===== config.mk =====
export PLATFORM = sky130hd
export DESIGN_NAME = mmu_csr_regs
export DESIGN_NICKNAME = d
export VERILOG_FILES = /design/src/loong_csr_pkg.sv /design/src/mmu_csr_regs.sv
export SDC_FILE = /design/constraint.sdc
export NUM_CORES = 1
export LEC_CHECK = 0
export BUFFER_PORTS_ARGS = -buffer_cell sky130_fd_sc_hd__buf_2
export CORE_MARGIN = 3
export CORE_UTILIZATION = 48
export CTS_CLUSTER_SIZE = 28
export DETAILED_ROUTE_END_ITERATION = 12
export GPL_TIMING_DRIVEN = 0
export PLACE_DENSITY_LB_ADDON = 0.25
export SETUP_SLACK_MARGIN = 0.1
export SYNTH_ARGS = -nofsm -noshare
export SYNTH_HDL_FRONTEND = slang
export SYNTH_SLANG_ARGS = --single-unit

===== constraint.sdc =====
create_clock -name clk -period 0.8 [get_ports clk]
set_input_delay 0.16 -clock clk [delete_from_list [all_inputs] [get_ports clk]]
set_output_delay 0.16 -clock clk [all_outputs]
set_load 0.1 [all_outputs]

===== src/loong_csr_pkg.sv =====
package loong_csr_pkg;

    // current mode information register
    localparam int CRMD_PLV_LO  = 0;
    localparam int CRMD_PLV_HI  = 1;
    localparam int CRMD_DA      = 3;
    localparam int CRMD_PG      = 4;
    localparam int CRMD_DATF_LO = 5;
    localparam int CRMD_DATF_HI = 6;
    localparam int CRMD_DATM_LO = 7;
    localparam int CRMD_DATM_HI = 8;

    // out of reset the core runs in direct address mode with plv 0
    localparam logic [31:0] CRMD_RESET = 32'h0000_0008;

    // direct mapping window registers share one layout
    localparam int DMW_PLV0    = 0;
    localparam int DMW_PLV3    = 3;
    localparam int DMW_MAT_LO  = 4;
    localparam int DMW_MAT_HI  = 5;
    localparam int DMW_PSEG_LO = 25;
    localparam int DMW_PSEG_HI = 27;
    localparam int DMW_VSEG_LO = 29;
    localparam int DMW_VSEG_HI = 31;

    localparam int ASID_W = 10;

    // local select codes for the four registers held beside the MMU
    typedef enum logic [1:0] {
        CSR_CRMD = 2'd0,
        CSR_ASID = 2'd1,
        CSR_DMW0 = 2'd2,
        CSR_DMW1 = 2'd3
    } csr_addr_t;

    typedef struct packed {
        logic [31:0]       crmd;
        logic [ASID_W-1:0] asid;
        logic [31:0]       dmw0;
        logic [31:0]       dmw1;
    } csr_state_t;

endpackage

===== src/mmu_csr_regs.sv =====
`timescale 1ns/10ps

module mmu_csr_regs (
    input  logic                     clk,
    input  logic                     rst_n,
    input  logic                     csr_we,
    input  loong_csr_pkg::csr_addr_t csr_addr,
    input  logic [31:0]              csr_wdata,
    output loong_csr_pkg::csr_state_t csr_state
);

    import loong_csr_pkg::*;

    logic [31:0]       crmd_q;
    logic [ASID_W-1:0] asid_q;
    logic [31:0]       dmw0_q;
    logic [31:0]       dmw1_q;

    always_ff @(posedge clk or negedge rst_n) begin
        if (!rst_n) begin
            crmd_q <= CRMD_RESET;
            asid_q <= '0;
            dmw0_q <= '0;
            dmw1_q <= '0;
        end else if (csr_we) begin
            case (csr_addr)
                CSR_CRMD: begin
                    crmd_q <= csr_wdata;
                end
                CSR_ASID: begin
                    // only the asid field exists in this register
                    asid_q <= csr_wdata[ASID_W-1:0];
                end
                CSR_DMW0: begin
                    dmw0_q <= csr_wdata;
                end
                CSR_DMW1: begin
                    dmw1_q <= csr_wdata;
                end
                default: begin
                end
            endcase
        end
    end

    always_comb begin
        csr_state.crmd = crmd_q;
        csr_state.asid = asid_q;
        csr_state.dmw0 = dmw0_q;
        csr_state.dmw1 = dmw1_q;
    end

endmodule


==> results.cfg, run 1 <==
[status]
stop_stage = 4_1_cts
status = stopped before the end
tool.error = [ERROR DPL-0033] detailed placement checks failed during check placement.

[synthesis]
syn-cell-area_um2 = 3940
synth_top_area_share_pct = 66.7
synth_seq_area_share_pct = 67.4
synth.avg_cell_area_um2 = 17.4
synth_nets = 263
yosysWarnings = 0
ys_top_cells_by_area = dfrtp_1 (67%), mux2_2 (30%), buf_2 (0.89%)
ys_ff_latch = 106
synth_top_area_cell = dfrtp_1
synth_cell_type_count = 9
netlist_instances = 226

[place]
gp_congestion = 0.688
dpl.cell_count = 471
pre_cts_ws_ns = -0.608
hpwl_um = 6510
io_buffers = 142

[cts]
h-tree-depth = 3
postCtsSetupBuffers = 18
cts_buffer_depth = 2
cts-root-buf = clkbuf_8
cts_resized = 488
clkSinkCount = 106
cts_buffers = 9

[die]
die_w_um = 96.6
die_h_um = 96.6
start_util_pct = 50.2
rows = 32
ios = 143
[metrics by stage]
stage,util (%),hold slack [ns],instance area (µm²)
3_5_place_dp,69.4,0.234,5450
3_3_place_gp,69.0,0.410,5420
2_1_floorplan,-,-0.136,4580
[synthesized netlist by cell type]
master	instances
buf_4	3
buf_2	7
nand3_1	1
nor3b_2	1
dfrtp_1	105
nand3b_1	2
dfstp_2	1
mux2_2	104
mux2_1	2
[logic make-up after synthesis]
kind of cell / synth area share, %
muxes: 30.3
buffers and inverters: 1.46
DFF: 67.4
and+or+nand+nor: 0.826
==> inputs of run 2 (changes only) <==
--- a/config.mk
+++ b/config.mk
@@ -7,12 +7,10 @@
 export LEC_CHECK = 0
 export BUFFER_PORTS_ARGS = -buffer_cell sky130_fd_sc_hd__buf_2
 export CORE_MARGIN = 3
-export CORE_UTILIZATION = 48
-export CTS_CLUSTER_SIZE = 28
+export CORE_UTILIZATION = 33
 export DETAILED_ROUTE_END_ITERATION = 12
 export GPL_TIMING_DRIVEN = 0
-export PLACE_DENSITY_LB_ADDON = 0.25
-export SETUP_SLACK_MARGIN = 0.1
+export PLACE_DENSITY_LB_ADDON = 0.15
 export SYNTH_ARGS = -nofsm -noshare
 export SYNTH_HDL_FRONTEND = slang
 export SYNTH_SLANG_ARGS = --single-unit
==> run 2 against run 1 <==
The flow now finishes, with violations (hold timing, setup timing). Synthesized cell count unchanged. Synthesized area unchanged.
==> results.cfg, run 2 <==
[timing]
hold_ws_ns = -0.121
slew_headroom_pct = 49.7
fin_skew_ns = 0
fmax_ghz = 0.764
slew_viol_final = 0
worstMarginPinSlew_ns = 0.754
min_period_ns = 1.31
setup_tns_ns = -50.57
fin_crit_sh_pct = 164
final_hold_viol_count = 56
rsz0062_at_grt = true
setup_violations = 212
layout_setup_ws_ns = -0.510

[power]
p_int_uw = 15300
ir_drop_mv = 1.65
p_sw_uw = 12100
p_per_area_nw_per_um2 = 3360
clockPowerShare_pct = 15.1
p_sw_share_pct = 44.2
p_leak_uw = 0.00370
pwr-share-seq_pct = 30.3
p_comb_share_pct = 54.5

[flow_run]
max_cap_violations = 0

[cells_and_area]
reg_top3 = crmd_q (32), dmw0_q (32), dmw1_q (32)
layout_common_cells = buf_12 (112), mux2_4 (105), dfrtp_4 (105)
layout-drive-gt1-share_pct = 99.3
antenna_cells = 0
final_common_cell = buf_12
areaGrowthSynthToFinish_pct = 107
fill_cells = 689
num-nets-final = 458

[synthesis]
synth.avg_cell_area_um2 = 17.4
synthArstFlopShare_pct = 100
netlist_instances = 226
synth_top_area_share_pct = 66.7
synth_common_cells = dfrtp_1 (105), mux2_2 (104), buf_2 (7)
synthMostInstantiatedCell = dfrtp_1
synth_top_area_cell = dfrtp_1
synth-main-ff-cell = dfrtp_1
synth-edff-count = 0
syn-cell-area_um2 = 3940
yosysWarnings = 0
ys_top_cells_by_area = dfrtp_1 (67%), mux2_2 (30%), buf_2 (0.89%)
synth_nets = 263
ys_ff_latch = 106
synth_seq_area_share_pct = 67.4
synth_cell_type_count = 9

[place]
gp_congestion = 0.686
hpwl_um = 6540
io_buffers = 142
pre_cts_ws_ns = -0.603

[die]
die_w_um = 115
die_h_um = 115
core-area_um2 = 11500
ios = 143
fp.dieArea_um2 = 13300
start_util_pct = 34.2
rows = 39

[hold_path]
hp-class = primary input to asynchronous set/reset pin

[cts]
cts-root-buf = clkbuf_16
cts_buffer_depth = 2
cts_tree = yes
clk_latency_ns = 0.34
clkSinkCount = 106
cts_buffers = 9
clk_pin_slew_worst_paths_ns = 0.07
h-tree-depth = 3

[routing]
drc_errors = 0
drtAntennaViolNets = 0
drt_first_pass_iters = 4
vias = 2648
wl_per_cell_um = 20.7
vias_per_cell = 4.66
drt-total-wl_um = 11700
first_iter_violations = 100

[worst_setup_path]
worstPathCellList = buf_12
crit_slowest_cell = dfstp_4
crit_path_start_kind = flip-flop
critPathTopFamily = flip-flops
arrival_ns = 1.15
cp-end-kind = output pin
cp.required_ns = 0.64
crit_fanout = 2
path_buf_inv = 1
path_class = flip-flop to output pin
critPathMaxStageDelay_ns = 0.64

[status]
failed_checks = hold timing, setup timing
status = finished with violations

[global_route]
grt_util_all_layers_pct = 18.0
grt_pass1_wl_um = 18100
antenna_found_initial = 0
overflow = 0
grt_max_degree = 58
grt_pass1_vias = 3047
[run 2: stage by stage]
step	instance area (µm²)	util [%]	std cells	power, µW	hold slack, ns
6_report	8150	70.8	568	27400	-0.121
4_1_cts	7930	68.9	553	27100	-0.0905
3_5_place_dp	5500	47.7	512	18300	0.283
5_1_grt	8150	70.8	568	28200	-0.0720
2_1_floorplan	4580	-	226	16700	-0.136
3_3_place_gp	5470	47.5	511	18200	0.411
[run 2: worst register-to-register path, stage by stage (launching register included)]
cell	delay (ns)
dfrtp_4	0.50
buf_6	0.13
mux2_4	0.26
[run 2: layer usage]
metal | part of all wire [%] | routed length (µm) | track usage [%] | vias to the layer above
met5 | 0 | 0 | 0 | -
met1 | 43 | 5030 | 23.0 | 1375
met3 | 5.9 | 697 | 5.53 | 7
met4 | 1.1 | 125 | 6.26 | 0
met2 | 50 | 5880 | 28.9 | 86
li1 | - | - | - | 1180
[run 2: path summary, 6_finish.rpt]
kind | slack, ns | cells past startpoint | endpoint | startpoint
max reg2reg | -0.20 | 2 | dmw1_q[7]$_DFFE_PN0P_ | dmw1_q[7]$_DFFE_PN0P_
max | -0.51 | 1 | csr_state[77] | crmd_q[3]$_DFFE_PN1P_
min | -0.12 | 1 | dmw0_q[18]$_DFFE_PN0P_ | rst_n
min reg2reg | 0.59 | 1 | dmw1_q[8]$_DFFE_PN0P_ | dmw1_q[8]$_DFFE_PN0P_
min in group clk | 0.08 | 2 | dmw1_q[13]$_DFFE_PN0P_ | csr_wdata[13]
max in group asynchronous | 0.16 | 2 | crmd_q[3]$_DFFE_PN1P_ | rst_n
[run 2: cell type report]
type                       count  area (µm²)  share of cell area (%)
tap                          143         179                    2.19
timing repair buffer         184        2860                    35.1
clock inverter                 3        15.0                   0.184
sequential                   106        3050                    37.4
clock buffer                  12         256                    3.15
multi-input combinational    110        1640                    20.1
buffer                        10         150                    1.84
[run 2: timing repair]
| item | CTS | global route |
|---|---|---|
| cloned | 3 | 1 |
| setup buffers | 23 | 23 |
| pin swaps | 1 | 0 |
| endpoints found under the setup margin | 212 | 212 |
| hold endpoints to repair | 56 | 56 |
| gates resized for setup | 506 | 36 |
[run 2: logic make-up (layout without fill, tap and decap cells)]
| group | Yosys count | after routing | share of synthesized area [%] |
|---|---|---|---|
| muxes | 106 | 106 | 30.3 |
| DFF | 106 | 106 | 67.4 |
| buffers and inverters | 10 | 209 | 1.46 |
| and+or+nand+nor | 4 | 4 | 0.826 |
[run 2: power groups by stage]
| stage | sequential [µW] | combinational, µW | clock [µW] |
|---|---|---|---|
| 3_3_place_gp | 7620 | 10600 | 0 |
| 2_1_floorplan | 15300 | 1340 | 0 |
| 6_report | 8300 | 14900 | 4140 |
| 4_1_cts | 8250 | 14600 | 4240 |
| 5_1_grt | 8440 | 15300 | 4480 |
| 3_5_place_dp | 7670 | 10600 | 0 |
(Power assumes the default switching activity.)
==> inputs of run 3 (changes only) <==
--- a/config.mk
+++ b/config.mk
@@ -7,7 +7,7 @@
 export LEC_CHECK = 0
 export BUFFER_PORTS_ARGS = -buffer_cell sky130_fd_sc_hd__buf_2
 export CORE_MARGIN = 3
-export CORE_UTILIZATION = 33
+export CORE_UTILIZATION = 49
 export DETAILED_ROUTE_END_ITERATION = 12
 export GPL_TIMING_DRIVEN = 0
 export PLACE_DENSITY_LB_ADDON = 0.15
==> run 3 against run 2 <==
The flow now stops in 4_1_cts. Synthesized area unchanged. Synthesized cell count unchanged.
==> results.cfg, run 3 <==
[synthesis]
synthArstFlopShare_pct = 100
synth_top_area_cell = dfrtp_1
synth_cell_type_count = 9
synth_seq_area_share_pct = 67.4
synthMostInstantiatedCell = dfrtp_1
synth.avg_cell_area_um2 = 17.4
netlist_instances = 226
synth_common_cells = dfrtp_1 (105), mux2_2 (104), buf_2 (7)
yosysWarnings = 0
ys_top_cells_by_area = dfrtp_1 (67%), mux2_2 (30%), buf_2 (0.89%)
ys_ff_latch = 106
synth-main-ff-cell = dfrtp_1
syn-cell-area_um2 = 3940
synth_top_area_share_pct = 66.7
synth-edff-count = 0
synth_nets = 263

[status]
tool.error = [ERROR DPL-0033] detailed placement checks failed during check placement.
status = stopped before the end
stop_stage = 4_1_cts

[cts]
clkSinkCount = 106
cts_buffers = 9
cts_resized = 484
postCtsSetupBuffers = 19
cts_buffer_depth = 2
cts-root-buf = clkbuf_8
h-tree-depth = 3

[place]
place_area_um2 = 5450
gp_congestion = 0.688
io_buffers = 142
hpwl_um = 6260

[die]
die_w_um = 95.6
start_util_pct = 50.7
die_h_um = 95.6
ios = 143
rows = 32
==> run 3: logic make-up after synthesis <==
logic type / synth area share (%)
buffers and inverters: 1.46
flip-flops: 67.4
multiplexers: 30.3
AND/OR/NAND/NOR: 0.826
==> run 3: stage by stage <==
step / util (%) / TNS, ns / hold slack, ns / setup slack [ns] / cells
after floorplan: - / -25.37 / -0.136 / -0.267 / 226
after global placement: 69.7 / -265.67 / 0.411 / -1.88 / 470
after detailed placement: 70.1 / -78.28 / 0.217 / -0.548 / 471
