==> src/mmu_pkg.sv <==
package mmu_pkg;

    typedef enum logic [1:0] {
        MEM_FETCH = 2'd0,
        MEM_LOAD  = 2'd1,
        MEM_STORE = 2'd2
    } mem_type_t;

    // EXC_NONE must stay zero so that a cleared result reads as no exception
    typedef enum logic [2:0] {
        EXC_NONE = 3'd0,
        EXC_TLBR = 3'd1,
        EXC_PIF  = 3'd2,
        EXC_PIL  = 3'd3,
        EXC_PIS  = 3'd4,
        EXC_PPI  = 3'd5,
        EXC_PME  = 3'd6
    } exc_code_t;

    // huge marks a 4 MB page, in which case only vppn[18:10] is compared
    typedef struct packed {
        logic        e;
        logic        huge;
        logic [18:0] vppn;
        logic        g;
        logic [9:0]  asid;
    } tlb_key_t;

    typedef struct packed {
        logic [19:0] ppn;
        logic [1:0]  plv;
        logic [1:0]  mat;
        logic        d;
        logic        v;
    } tlb_page_t;

    // page0 maps the even page, page1 the odd one
    typedef struct packed {
        tlb_key_t  key;
        tlb_page_t page0;
        tlb_page_t page1;
    } tlb_entry_t;

    typedef struct packed {
        logic [7:0] index;
        tlb_entry_t entry;
    } tlb_write_t;

    typedef struct packed {
        logic        valid;
        logic [31:0] pa;
        logic [1:0]  mat;
        exc_code_t   ecode;
    } trans_result_t;

endpackage

==> src/loong_csr_pkg.sv <==
package loong_csr_pkg;

    // current mode information register
    localparam int CRMD_PLV_LO  = 0;
    localparam int CRMD_PLV_HI  = 1;
    localparam int CRMD_DA      = 3;
    localparam int CRMD_PG      = 4;
    localparam int CRMD_DATF_LO = 5;
    localparam int CRMD_DATF_HI = 6;
    localparam int CRMD_DATM_LO = 7;
    localparam int CRMD_DATM_HI = 8;

    // out of reset the core runs in direct address mode with plv 0
    localparam logic [31:0] CRMD_RESET = 32'h0000_0008;

    // direct mapping window registers share one layout
    localparam int DMW_PLV0    = 0;
    localparam int DMW_PLV3    = 3;
    localparam int DMW_MAT_LO  = 4;
    localparam int DMW_MAT_HI  = 5;
    localparam int DMW_PSEG_LO = 25;
    localparam int DMW_PSEG_HI = 27;
    localparam int DMW_VSEG_LO = 29;
    localparam int DMW_VSEG_HI = 31;

    localparam int ASID_W = 10;

    // local select codes for the four registers held beside the MMU
    typedef enum logic [1:0] {
        CSR_CRMD = 2'd0,
        CSR_ASID = 2'd1,
        CSR_DMW0 = 2'd2,
        CSR_DMW1 = 2'd3
    } csr_addr_t;

    typedef struct packed {
        logic [31:0]       crmd;
        logic [ASID_W-1:0] asid;
        logic [31:0]       dmw0;
        logic [31:0]       dmw1;
    } csr_state_t;

endpackage
==> src/mmu_translate.sv <==
`timescale 1ns/10ps

module mmu_translate (
    input  logic                       clk,
    input  logic                       rst_n,
    input  logic                       flush,
    input  logic [31:0]                va,
    input  mmu_pkg::mem_type_t         mem_type,
    input  loong_csr_pkg::csr_state_t  csr_state,
    input  logic                       tlb_hit,
    input  logic                       tlb_huge,
    input  mmu_pkg::tlb_page_t         tlb_page,
    output mmu_pkg::trans_result_t     trans_result
);

    import loong_csr_pkg::*;
    import mmu_pkg::*;

    logic [1:0]    cur_plv;
    logic          da_mode;
    logic          dmw0_hit;
    logic          dmw1_hit;
    logic [31:0]   tlb_pa;
    exc_code_t     tlb_ecode;
    trans_result_t result_d;

    // only plv 0 and plv 3 have enable bits, so plv 1 and 2 never use a window
    function automatic logic dmw_match(
        input logic [31:0] dmw,
        input logic [31:0] addr,
        input logic [1:0]  plv
    );
        logic plv_ok;
        plv_ok = ((plv == 2'd0) && dmw[DMW_PLV0]) || ((plv == 2'd3) && dmw[DMW_PLV3]);
        return plv_ok && (dmw[DMW_VSEG_HI:DMW_VSEG_LO] == addr[31:29]);
    endfunction

    function automatic exc_code_t invalid_code(input mem_type_t mt);
        exc_code_t code;
        case (mt)
            MEM_FETCH: code = EXC_PIF;
            MEM_STORE: code = EXC_PIS;
            default:   code = EXC_PIL;
        endcase
        return code;
    endfunction

    assign cur_plv  = csr_state.crmd[CRMD_PLV_HI:CRMD_PLV_LO];
    assign da_mode  = csr_state.crmd[CRMD_DA];
    assign dmw0_hit = dmw_match(csr_state.dmw0, va, cur_plv);
    assign dmw1_hit = dmw_match(csr_state.dmw1, va, cur_plv);

    assign tlb_pa = tlb_huge ? {tlb_page.ppn[19:10], va[21:0]} : {tlb_page.ppn, va[11:0]};

    // the first failing check decides the exception code
    always_comb begin
        if (!tlb_hit) begin
            tlb_ecode = EXC_TLBR;
        end else if (!tlb_page.v) begin
            tlb_ecode = invalid_code(mem_type);
        end else if (cur_plv > tlb_page.plv) begin
            tlb_ecode = EXC_PPI;
        end else if ((mem_type == MEM_STORE) && !tlb_page.d) begin
            tlb_ecode = EXC_PME;
        end else begin
            tlb_ecode = EXC_NONE;
        end
    end

    always_comb begin
        result_d = '0;
        if (da_mode) begin
            result_d.valid = 1'b1;
            result_d.pa    = va;
            if (mem_type == MEM_FETCH) begin
                result_d.mat = csr_state.crmd[CRMD_DATF_HI:CRMD_DATF_LO];
            end else begin
                result_d.mat = csr_state.crmd[CRMD_DATM_HI:CRMD_DATM_LO];
            end
        end else if (dmw0_hit) begin
            result_d.valid = 1'b1;
            result_d.pa    = {csr_state.dmw0[DMW_PSEG_HI:DMW_PSEG_LO], va[28:0]};
            result_d.mat   = csr_state.dmw0[DMW_MAT_HI:DMW_MAT_LO];
        end else if (dmw1_hit) begin
            result_d.valid = 1'b1;
            result_d.pa    = {csr_state.dmw1[DMW_PSEG_HI:DMW_PSEG_LO], va[28:0]};
            result_d.mat   = csr_state.dmw1[DMW_MAT_HI:DMW_MAT_LO];
        end else if (tlb_ecode == EXC_NONE) begin
            result_d.valid = 1'b1;
            result_d.pa    = tlb_pa;
            result_d.mat   = tlb_page.mat;
        end else begin
            // a faulting access reports only its exception code
            result_d.ecode = tlb_ecode;
        end
    end

    always_ff @(posedge clk or negedge rst_n) begin
        if (!rst_n) begin
            trans_result <= '0;
        end else if (flush) begin
            trans_result <= '0;
        end else begin
            trans_result <= result_d;
        end
    end

endmodule

==> config.mk <==
export PLATFORM = sky130hd
export DESIGN_NAME = mmu_translate
export DESIGN_NICKNAME = d
export VERILOG_FILES = /design/src/mmu_pkg.sv /design/src/loong_csr_pkg.sv /design/src/mmu_translate.sv
export SDC_FILE = /design/constraint.sdc
export NUM_CORES = 1
export LEC_CHECK = 0
export BUFFER_PORTS_ARGS = -buffer_cell sky130_fd_sc_hd__buf_2
export CAP_MARGIN = 40
export CORE_ASPECT_RATIO = 2
export CORE_MARGIN = 4
export CORE_UTILIZATION = 35
export CTS_BUF_LIST = sky130_fd_sc_hd__clkbuf_8
export DETAILED_ROUTE_END_ITERATION = 10
export PLACE_DENSITY = 0.85
export SETUP_SLACK_MARGIN = 0.1
export SLEW_MARGIN = 25
export SYNTH_ARGS = -nofsm -noshare
export SYNTH_HDL_FRONTEND = slang
export SYNTH_SLANG_ARGS = --single-unit
==> constraint.sdc <==
create_clock -name clk -period 0.8 [get_ports clk]
set_input_delay 0.12 -clock clk [delete_from_list [all_inputs] [get_ports clk]]
set_output_delay 0.12 -clock clk [all_outputs]
set_load 0.05 [all_outputs]
==> key figures, run 1 <==
Drt
  – Antenna viol nets, final: 0
  – Final wirelength: roughly 6300 um
  – Wire length per cell: approximately 16 um
  – Drt pass-1 iters: 4
  – Via Count: 2,013
  – DR iter-0 viols: 55
  – DR vias/cell: 4.946
  – DRC viols: 0

STA
  – Fmax: 682.7 MHz
  – Period utilization: 1.831
  – Final Hold Vio Count: 0
  – Worst hold slack: 34.20 ps
  – RSZ-0062 raised after global routing: true
  – Crit path time final: 1465 ps
  – Slew @ Worst Pin: 407.1 ps
  – Slew HR: 0.7286
  – Setup Viol. Count Final: between 70 and 80
  – Setup ws final: -664.7 ps
  – Max-slew violation count: 0

Yosys
  – Top_reg_cell synth: dfrtp_1
  – Synth warn: 0
  – Syn Area/Cell: 10.44 um^2
  – Post-synthesis sequential area ratio: 0.4977
  – Post-synth EDFFs: 0
  – FFs w/ async S/R, synth: 1.000
  – Number of distinct library cells after synthesis: 36
  – Synth Cell Area: 1911 um^2
  – Mapped Cells: approximately 180
  – Synthesized flop and latch total: 38
  – Synthesized Nets: 356

Layout
  – Max reg flops: 38
  – Post-route cell area: between 3000 and 4000 um^2
  – Final std cells w/o fill: 407
  – # diodes: 0
  – Largest Register: trans_result
  – Nets: 521
  – Largest regs: trans_result: 38 flops
  – Layout cells sized above 1: 0.7106
  – Syn-to-layout area delta: 90.90%

Outcome
  – Violated checks: setup timing
  – Outcome: finished with violations

Floorplan
  – # IOs: 209
  – Die X: 60.25 um
  – Area of the core: 5231 um^2
  – Total die area: 6777 um^2
  – Cell row count: 37
  – Die Y: 112.5 um
  – Initial core utilization: 0.3652

Global route
  – Grt total ovfl: 0
  – First-pass GRT wire length: about 9900 um
  – Largest net degree at the start of global routing: 39
  – Initial antenna violation count: 0
  – Tot GR Track Use: 0.1942
  – Vias in the first global route: 2,135

Worst setup path
  – Max stage delay on crit path: 440 ps
  – Kind of critical path: input pin to flip-flop
  – Delay-heaviest family, CP: simple AND/OR/NAND/NOR gates
  – CP Cell Sequence: buf_8, inv_12, ha_4, nor2b_4, o211ai_1, nand4_1, or3_4, buf_4, o32ai_2
  – Crit-path max FO: 4
  – CP required: 1000 ps
  – Critical path buffers and inverters: 3
  – Startpoint types: input pin
  – Critical Path Sink Type: flip-flop
  – Critical-path top delay cell: or3_4
  – Critical Path AT: 1660 ps

Clock tree
  – Worst-path clk slew: 80 ps
  – Root Driver: clkbuf_8
  – CTS sink cnt: 38
  – CTS tree: done
  – H-Tree Depth: 2
  – Longest Clk Path Bufs: 2
  – Num CTS Buffers: 5

Placement
  – GP Congestion: 0.8417
  – HPWL Detailed: around 4900 um
  – Placed cells: 387
  – IO Port Bufs: 129
  – Setup Slack @ Placement: -1142 ps
  – Cell area after placement: 3048 um^2

Power
  – Max IR drop VDD: around 0.0015 V
  – Pleak: 0.001725 uW
  – Power density over the cells: 1436 nW/um^2

Run
  – Max-cap violations: 0

Worst hold path
  – Hold Path Class: input pin to flip-flop
==> where the power goes <==
part	switching [uW]	total [uW]	leakage [uW]	internal [uW]
clock network	659	1350	0.0000472	692
registers	50.9	2090	0.000463	2040
logic	979	1790	0.00121	816
==> cell families (layout without fill, tap and decap cells) <==
| group | count (synthesis) | in the layout | synth area share |
|---|---|---|---|
| AO/OA/AOI/OAI | 43 | 44 | 0.1821 |
| XOR/XNOR | 6 | 6 | 0.02750 |
| adder cells (fa/ha/maj) | 2 | 2 | 0.01310 |
| buffers and inverters | 26 | 191 | 0.05763 |
| flip-flops | 38 | 38 | 0.4977 |
| multiplexers | 2 | 2 | 0.01048 |
| AND/OR/NAND/NOR | 66 | 66 | 0.2115 |
==> final cells by class <==
cell class / count / area [um^2]
Tap cell: 58 / 72.57
Clock buffer: 6 / 82.58
Fill cell: 359 / 1584
Timing Repair Buffer: 168 / 1282
Sequential cell: 38 / 987.2
Inverter: 15 / 68.82
Multi-Input combinational cell: 120 / 1141
Clock inverter: 2 / 12.51
==> stage by stage <==
| step | TNS, ps | total power, uW | utilization |
|---|---|---|---|
| detailed placement | -35280 | 3593 | 0.5826 |
| global placement | -33760 | 3555 | 0.5826 |
| finish | -26720 | 5238 | 0.6972 |
| floorplan | -22780 | 2982 | - |
| CTS | -26550 | 5226 | 0.6819 |
| global route | -30170 | 5485 | 0.6972 |
==> routing by layer <==
| metal | GRT usage | share of wire | vias up | wire length (um) |
|---|---|---|---|---|
| met5 | 0 | 0 | - | 0 |
| met4 | 0.08136 | 0.024 | 0 | 152 |
| met3 | 0.04488 | 0.10 | 11 | 642 |
| met2 | 0.3519 | 0.54 | 108 | 3417 |
| met1 | 0.2020 | 0.33 | 914 | 2119 |
| li1 | - | - | 980 | - |
==> cells in the final DEF (no fill, tap or decap), types with 3 or more instances in the layout <==
master and count:
a21oi_1 11, a21oi_2 3, a31oi_1 5, and2_1 11, buf_12 4, buf_2 89
buf_4 26, buf_6 45, buf_8 3, clkbuf_8 6, dfrtp_1 9, dfrtp_2 29
inv_1 14, nand2_1 14, nand2b_1 11, nand3_2 5, nand4_1 8, nor3b_4 3
o31ai_1 5, o32ai_2 8, xnor2_1 3, xnor2_2 3
==> synthesized netlist by cell type (all sizes together) (3+ instances only) <==
| master | number | area, um^2 |
|---|---|---|
| buf | 5 | 31.28 |
| dfrtp | 38 | 950.9 |
| inv | 15 | 56.30 |
| a21oi | 15 | 78.83 |
| nand2b | 11 | 68.82 |
| nand4 | 8 | 50.05 |
| nand3 | 5 | 25.02 |
| a31oi | 6 | 52.55 |
| nor3b | 3 | 27.52 |
| xnor2 | 6 | 52.55 |
| o31ai | 5 | 37.54 |
| nand2 | 15 | 56.30 |
| and2 | 12 | 75.07 |
| clkbuf | 6 | 22.52 |
| o32ai | 10 | 87.58 |
==> worst paths after layout <==
check,startpoint,end,slack (ps),cells past startpoint
worst max-delay path,tlb_page[5],trans_result[21]$_DFF_PN0_,-660,9
max in group asynchronous,rst_n,trans_result[36]$_DFF_PN0_,270,3
worst min-delay path,va[1],trans_result[6]$_DFF_PN0_,30,2
min in group asynchronous,rst_n,trans_result[11]$_DFF_PN0_,320,3
==> what timing repair did <==
| action | 4_1_cts | 5_1_grt |
|---|---|---|
| endpoints found under the setup margin | 76 | 76 |
| hold buffers | 1 | 0 |
| pin swaps | 20 | 10 |
| cloned | 2 | 0 |
| gates resized for setup | 102 | 11 |
| endpoints found under the hold margin | 38 | 0 |
| setup buffers | 8 | 6 |
(Power assumes the default switching activity.)
==> inputs of run 2 (changes only) <==
--- a/config.mk
+++ b/config.mk
@@ -5,7 +5,7 @@
 export SDC_FILE = /design/constraint.sdc
 export NUM_CORES = 1
 export LEC_CHECK = 0
-export BUFFER_PORTS_ARGS = -buffer_cell sky130_fd_sc_hd__buf_2
+export BUFFER_PORTS_ARGS = -buffer_cell sky130_fd_sc_hd__buf_4
 export CAP_MARGIN = 40
 export CORE_ASPECT_RATIO = 2
 export CORE_MARGIN = 4
==> run 2 against run 1 <==
  * Setup slack got worse by 59 ps
  * The run still ends with setup timing left
  * First-iteration DRC count is 25% lower
  * Combinational power is 8% higher
  * Maximum frequency decreased by 3.9%
  * Die area stayed put
  * Routed wire length increased by 4.8%
  * Final area is 6.9% higher
  * Non-clock buffer count down 1
  * Sequential power is essentially flat
  * Utilization increased by 4.8 points
  * Flip-flop and latch count is the same
  * Worst hold slack worse by 4.2 ps
  * Critical endpoint is now trans_result[23]$_DFF_PN0_
==> key figures, run 2 (synthesis results as in run 1) <==
STA
  – Slew @ Worst Pin: 336.4 ps
  – Crit path time final: 1523 ps
  – Worst hold slack: 30.04 ps
  – Setup ws final: -723.5 ps
  – RSZ-0062 raised after global routing: true
  – Max-slew violation count: 0
  – Slew HR: 0.7757
  – Fmax: ~660 MHz
  – Period utilization: 1.904
  – Final Hold Vio Count: 0
  – Setup Viol. Count Final: 76

Layout
  – # diodes: 0
  – Layout cells sized above 1: 0.7118
  – Largest regs: trans_result: 38 flops
  – Final Core Density: 0.7455
  – Largest Register: trans_result
  – Nets: 520
  – Commonest non-fill, non-tap cell in the layout: buf_4
  – Syn-to-layout area delta: 104.1%
  – Commonest cells after routing, fill and taps aside: buf_4, buf_6, dfrtp_2, inv_1, nand2_1
  – Max reg flops: 38

Floorplan
  – Total die area: between 6000 and 7000 um^2
  – Die Y: 112.5 um
  – # IOs: 209
  – Initial core utilization: 0.3652
  – Die X: approximately 60 um
  – Cell row count: 37
  – Area of the core: 5231 um^2

Global route
  – First-pass GRT wire length: 10,270 um
  – Vias in the first global route: between 2,000 and 2,500
  – Tot GR Track Use: 0.1995
  – Largest net degree at the start of global routing: 39
  – Grt total ovfl: 0
  – Initial antenna violation count: 0

Worst setup path
  – Critical Path AT: 1710 ps
  – Worst setup path endpoint: trans_result[23]$_DFF_PN0_
  – Critical Path Sink Type: flip-flop
  – Crit-path max FO: 4
  – Kind of critical path: input pin to flip-flop
  – Startpoint types: input pin
  – CP required: 990 ps
  – CP startpoint: tlb_page[5]

Drt
  – DRC viols: 0
  – Wire length per cell: 16.38 um
  – Drt pass-1 iters: 4
  – DR iter-0 viols: a little over 40
  – DR vias/cell: 5.010
  – Antenna viol nets, final: 0
  – Final wirelength: 6634 um
  – Via Count: 2,029

Clock tree
  – Longest Clk Path Bufs: 2
  – CTS sink cnt: 38
  – CTS tree: done
  – H-Tree Depth: 2
  – Num CTS Buffers: 5
  – Root Driver: clkbuf_8
  – Worst-path clk slew: roughly 70 ps

Outcome
  – Violated checks: setup timing
  – Outcome: finished with violations

Placement
  – Setup Slack @ Placement: -1120 ps
  – GP Congestion: 0.8624
  – HPWL Detailed: 4982 um
  – IO Port Bufs: ~130

Worst hold path
  – Worst Hold Depth: 2
  – Hold Path Class: input pin to flip-flop

Power
  – Pleak: 0.001807 uW
  – Total power: 5659 uW
  – Max IR drop VDD: ~0.0013 V
  – Power density over the cells: between 1000 and 1500 nW/um^2

Run
  – Max-cap violations: 0
-- run 2: changes by cell type in the layout (fill, tap and decap cells not counted), moves of 2 or more --
cell     change
o32ai_2      -2
o32ai_4      +2
buf_2       -89
buf_4       +87
-- run 2: worst min path at each step --
stage                                      end    from
floorplan            trans_result[0]$_DFF_PN0_   rst_n
global placement     trans_result[9]$_DFF_PN0_   rst_n
detailed placement  trans_result[37]$_DFF_PN0_   rst_n
CTS                 trans_result[16]$_DFF_PN0_  va[11]
global route        trans_result[16]$_DFF_PN0_  va[11]
finish              trans_result[16]$_DFF_PN0_  va[11]
-- run 2: final cells by class --
class                      count  area [um^2]
clock buffer                   6        82.58
fill                         336         1331
inverter                      15        68.82
tap                           58        72.57
multi-input combinational    120         1146
sequential                    38        987.2
clock inverter                 1        30.03
timing repair buffer         167         1513
-- run 2: routing by layer --
layer  share of wire  global-route usage  vias to the layer above
li1                -                   -                      979
met1            0.33              0.2090                      929
met2            0.54              0.3540                      111
met3            0.10             0.05063                       10
met4           0.027             0.09024                        0
met5               0                   0                        -
-- run 2: worst max-delay path, cell delays in order --
cell and delay (ps):
buf_8 110, inv_12 40, ha_4 180, nor2b_4 120, o211ai_1 250, nand4_1 200
or3_4 450, buf_6 140, o32ai_2 100
-- run 2: timing repair --
| action | CTS | global route |
|---|---|---|
| pin swaps | 23 | 11 |
| setup buffers | 7 | 3 |
| hold buffers | 1 | 0 |
| cloned | 3 | 0 |
| gates resized for setup | 62 | 12 |
| hold endpoints to repair | 38 | 0 |
| endpoints found under the setup margin | 76 | 76 |
-- run 2: power breakdown --
| group | internal [uW] | switching [uW] |
|---|---|---|
| Clock | 997 | 628 |
| Combinational | 955 | 985 |
| Sequential | 2040 | 53.3 |
| Total | 3990 | 1670 |
-- run 2: per-stage QoR --
step                      std cells  area (um^2)  setup TNS, ps
after floorplan                 183         2142         -22780
after global placement          386         3351         -32880
after detailed placement        386         3351         -34800
after CTS                       403         3805         -27380
after global routing            405         3900         -31870
final                           405         3900         -28330
==> inputs of run 3 (changes only) <==
--- a/config.mk
+++ b/config.mk
@@ -12,6 +12,8 @@
 export CORE_UTILIZATION = 35
 export CTS_BUF_LIST = sky130_fd_sc_hd__clkbuf_8
 export DETAILED_ROUTE_END_ITERATION = 10
+export GPL_TIMING_DRIVEN = 0
+export HOLD_SLACK_MARGIN = 0.15
 export PLACE_DENSITY = 0.85
 export SETUP_SLACK_MARGIN = 0.1
 export SLEW_MARGIN = 25
==> constraint.sdc (replaced) <==
create_clock -name clk -period 1.6 [get_ports clk]
set_input_delay 0.24 -clock clk [delete_from_list [all_inputs] [get_ports clk]]
set_output_delay 0.24 -clock clk [all_outputs]
set_load 0.05 [all_outputs]
==> run 3 against run 2 <==
  * The flow now finishes without violations
  * Routed wire length is 3.3% lower
  * Count of clock-buffer cells in the layout stayed put
  * Via count is 0.64% lower
  * Worst hold slack better by 150 ps
  * Setup slack better by 750 ps
  * Critical path depth is 1 lower
  * Non-clock buffer count is 1 higher
  * Sequential power is 51% lower
  * Final area is 8.3% lower
  * Die area stayed put
  * First-iteration DRC count is 71% higher
  * Global-route usage is 1.6 points lower
  * Critical path type unchanged
  * Critical endpoint unchanged
==> key figures, run 3 (synthesis results as in run 1) <==
Outcome
  – Outcome: finished, final reports clean

Clock tree
  – Worst-path clk slew: 80 ps
  – Num CTS Buffers: 5
  – Root Driver: clkbuf_8
  – H-Tree Depth: 2
  – CTS tree: done
  – CTS sink cnt: 38
  – Longest Clk Path Bufs: 2

Layout
  – Max reg flops: 38
  – # diodes: 0
  – Final std cells w/o fill: 406
  – Nets: 520
  – Commonest cells after routing, fill and taps aside: buf_4, dfrtp_1, inv_1, nand2_1
  – Largest Register: trans_result
  – Syn-to-layout area delta: 87.16%
  – Fillcell total: just under 400
  – Largest regs: trans_result: 38 flops
  – Commonest non-fill, non-tap cell in the layout: buf_4
  – Layout cells sized above 1: 0.5833

Worst setup path
  – Critical path buffers and inverters: 2
  – CP required: about 1800 ps
  – Crit-path max FO: 5
  – CP Cell Sequence: buf_8, ha_4, nor2b_4, o211ai_1, nand4_1, or3_4, buf_8, o32ai_2
  – Startpoint types: input pin
  – Delay-heaviest family, CP: simple AND/OR/NAND/NOR gates
  – Kind of critical path: input pin to flip-flop
  – CP most frequent cell: buf_8
  – Critical Path AT: 1770 ps
  – Critical Path Sink Type: flip-flop
  – CP startpoint: csr_state[75]
  – Critical-path top delay cell: or3_4
  – Max stage delay on crit path: approximately 450 ps

Placement
  – Placed cells: 369
  – HPWL Detailed: 4807 um
  – Setup Slack @ Placement: -390.2 ps
  – IO Port Bufs: 128
  – GP Congestion: 0.8555

Floorplan
  – Total die area: 6777 um^2
  – # IOs: 209
  – Cell row count: 37
  – Initial core utilization: 0.3652
  – Die X: around 60 um
  – Die Y: 112.5 um
  – Area of the core: 5231 um^2

Global route
  – Initial antenna violation count: 0
  – First-pass GRT wire length: approximately 9400 um
  – Vias in the first global route: 2,112
  – Largest net degree at the start of global routing: 39
  – Tot GR Track Use: 0.1836
  – Grt total ovfl: 0

STA
  – Setup ws final: between 20 and 30 ps
  – Max-slew violation count: 0
  – Setup TNS: 0 ps
  – Final Hold Vio Count: 0
  – Slew @ Worst Pin: ~830 ps
  – Fmax: 635.7 MHz
  – Slew HR: 0.4460
  – RSZ-0062 raised after global routing: true
  – Period utilization: 0.9832
  – Setup Viol. Count Final: 0
  – Crit path time final: 1573 ps

Worst hold path
  – Worst Hold Launch: va[7]
  – Hold Path Class: input pin to flip-flop

Drt
  – Final wirelength: 6415 um
  – DR iter-0 viols: 70
  – Met2 wire length: 3404 um
  – DR vias/cell: about 5.0
  – Top layer in use: met4
  – Drt pass-1 iters: 4
  – Antenna viol nets, final: 0
  – Wire length per cell: 15.80 um
  – Met3 WL: 657 um
  – Wire length on met1: 2196 um
  – DRC viols: 0
  – Via Count: 2,016

Power
  – Share of power burned in registers: 0.396
  – Logic pwr share: 0.343
  – Max IR drop VDD: between 0.0007 and 0.0008 V
  – Pleak: 0.001747 uW
  – Sw frac: 0.3160
  – Total power: 2595 uW
  – Power density over the cells: about 730 nW/um^2
  – Sw power: roughly 820 uW
  – P_int: approximately 1800 uW
  – Clock group share of total power: 0.261

Run
  – Max-cap violations: 0
==> run 3: worst paths after layout <==
| path | to | slack, ps | cells after the start |
|---|---|---|---|
| max | trans_result[23]$_DFF_PN0_ | 30 | 8 |
| max in group asynchronous | trans_result[1]$_DFF_PN0_ | 820 | 2 |
| min | trans_result[12]$_DFF_PN0_ | 180 | 2 |
| min in group asynchronous | trans_result[24]$_DFF_PN0_ | 460 | 2 |
==> run 3: final cells by class <==
cell class,count,area (um^2),area share
Timing Repair Buffer,157,1251,0.3499
Multi-Input combinational cell,119,1067,0.2985
Sequential cell,38,950.9,0.2659
Clock buffer,6,82.58,0.02309
Tap cell,58,72.57,0.02029
Buffer,11,70.07,0.01959
Inverter,15,68.82,0.01924
Clock inverter,2,12.51,0.003499
==> run 3: power groups by stage <==
| stage | registers [uW] | logic (uW) | clock network, uW |
|---|---|---|---|
| floorplan | 1240 | 225 | 0 |
| global placement | 1040 | 752 | 0 |
| detailed placement | 1050 | 763 | 0 |
| CTS | 1030 | 827 | 693 |
| global route | 1030 | 946 | 726 |
| finish | 1030 | 889 | 678 |
==> run 3: repair_timing <==
action	in CTS	in global routing
resized for setup	11	25
endpoints found under the hold margin	49	0
pin swaps	11	20
buffers inserted	9	6
hold buffers	12	0
cloned	2	1
setup endpoints to repair	23	33
==> run 3: layer usage <==
layer | vias to the layer above | GRT usage
met3 | 14 | 0.04028
li1 | 973 | -
met4 | 0 | 0.07988
met2 | 115 | 0.3345
met1 | 914 | 0.1892
met5 | - | 0
==> run 3: through the flow <==
step | util | instance area [um^2] | hold WS [ps]
after floorplan | - | 2047 | -55.59
after global placement | 0.5889 | 3080 | 220.2
after detailed placement | 0.5889 | 3080 | 231.9
after CTS | 0.6525 | 3413 | 151.8
after global routing | 0.6836 | 3576 | 176.0
final | 0.6836 | 3576 | 178.7
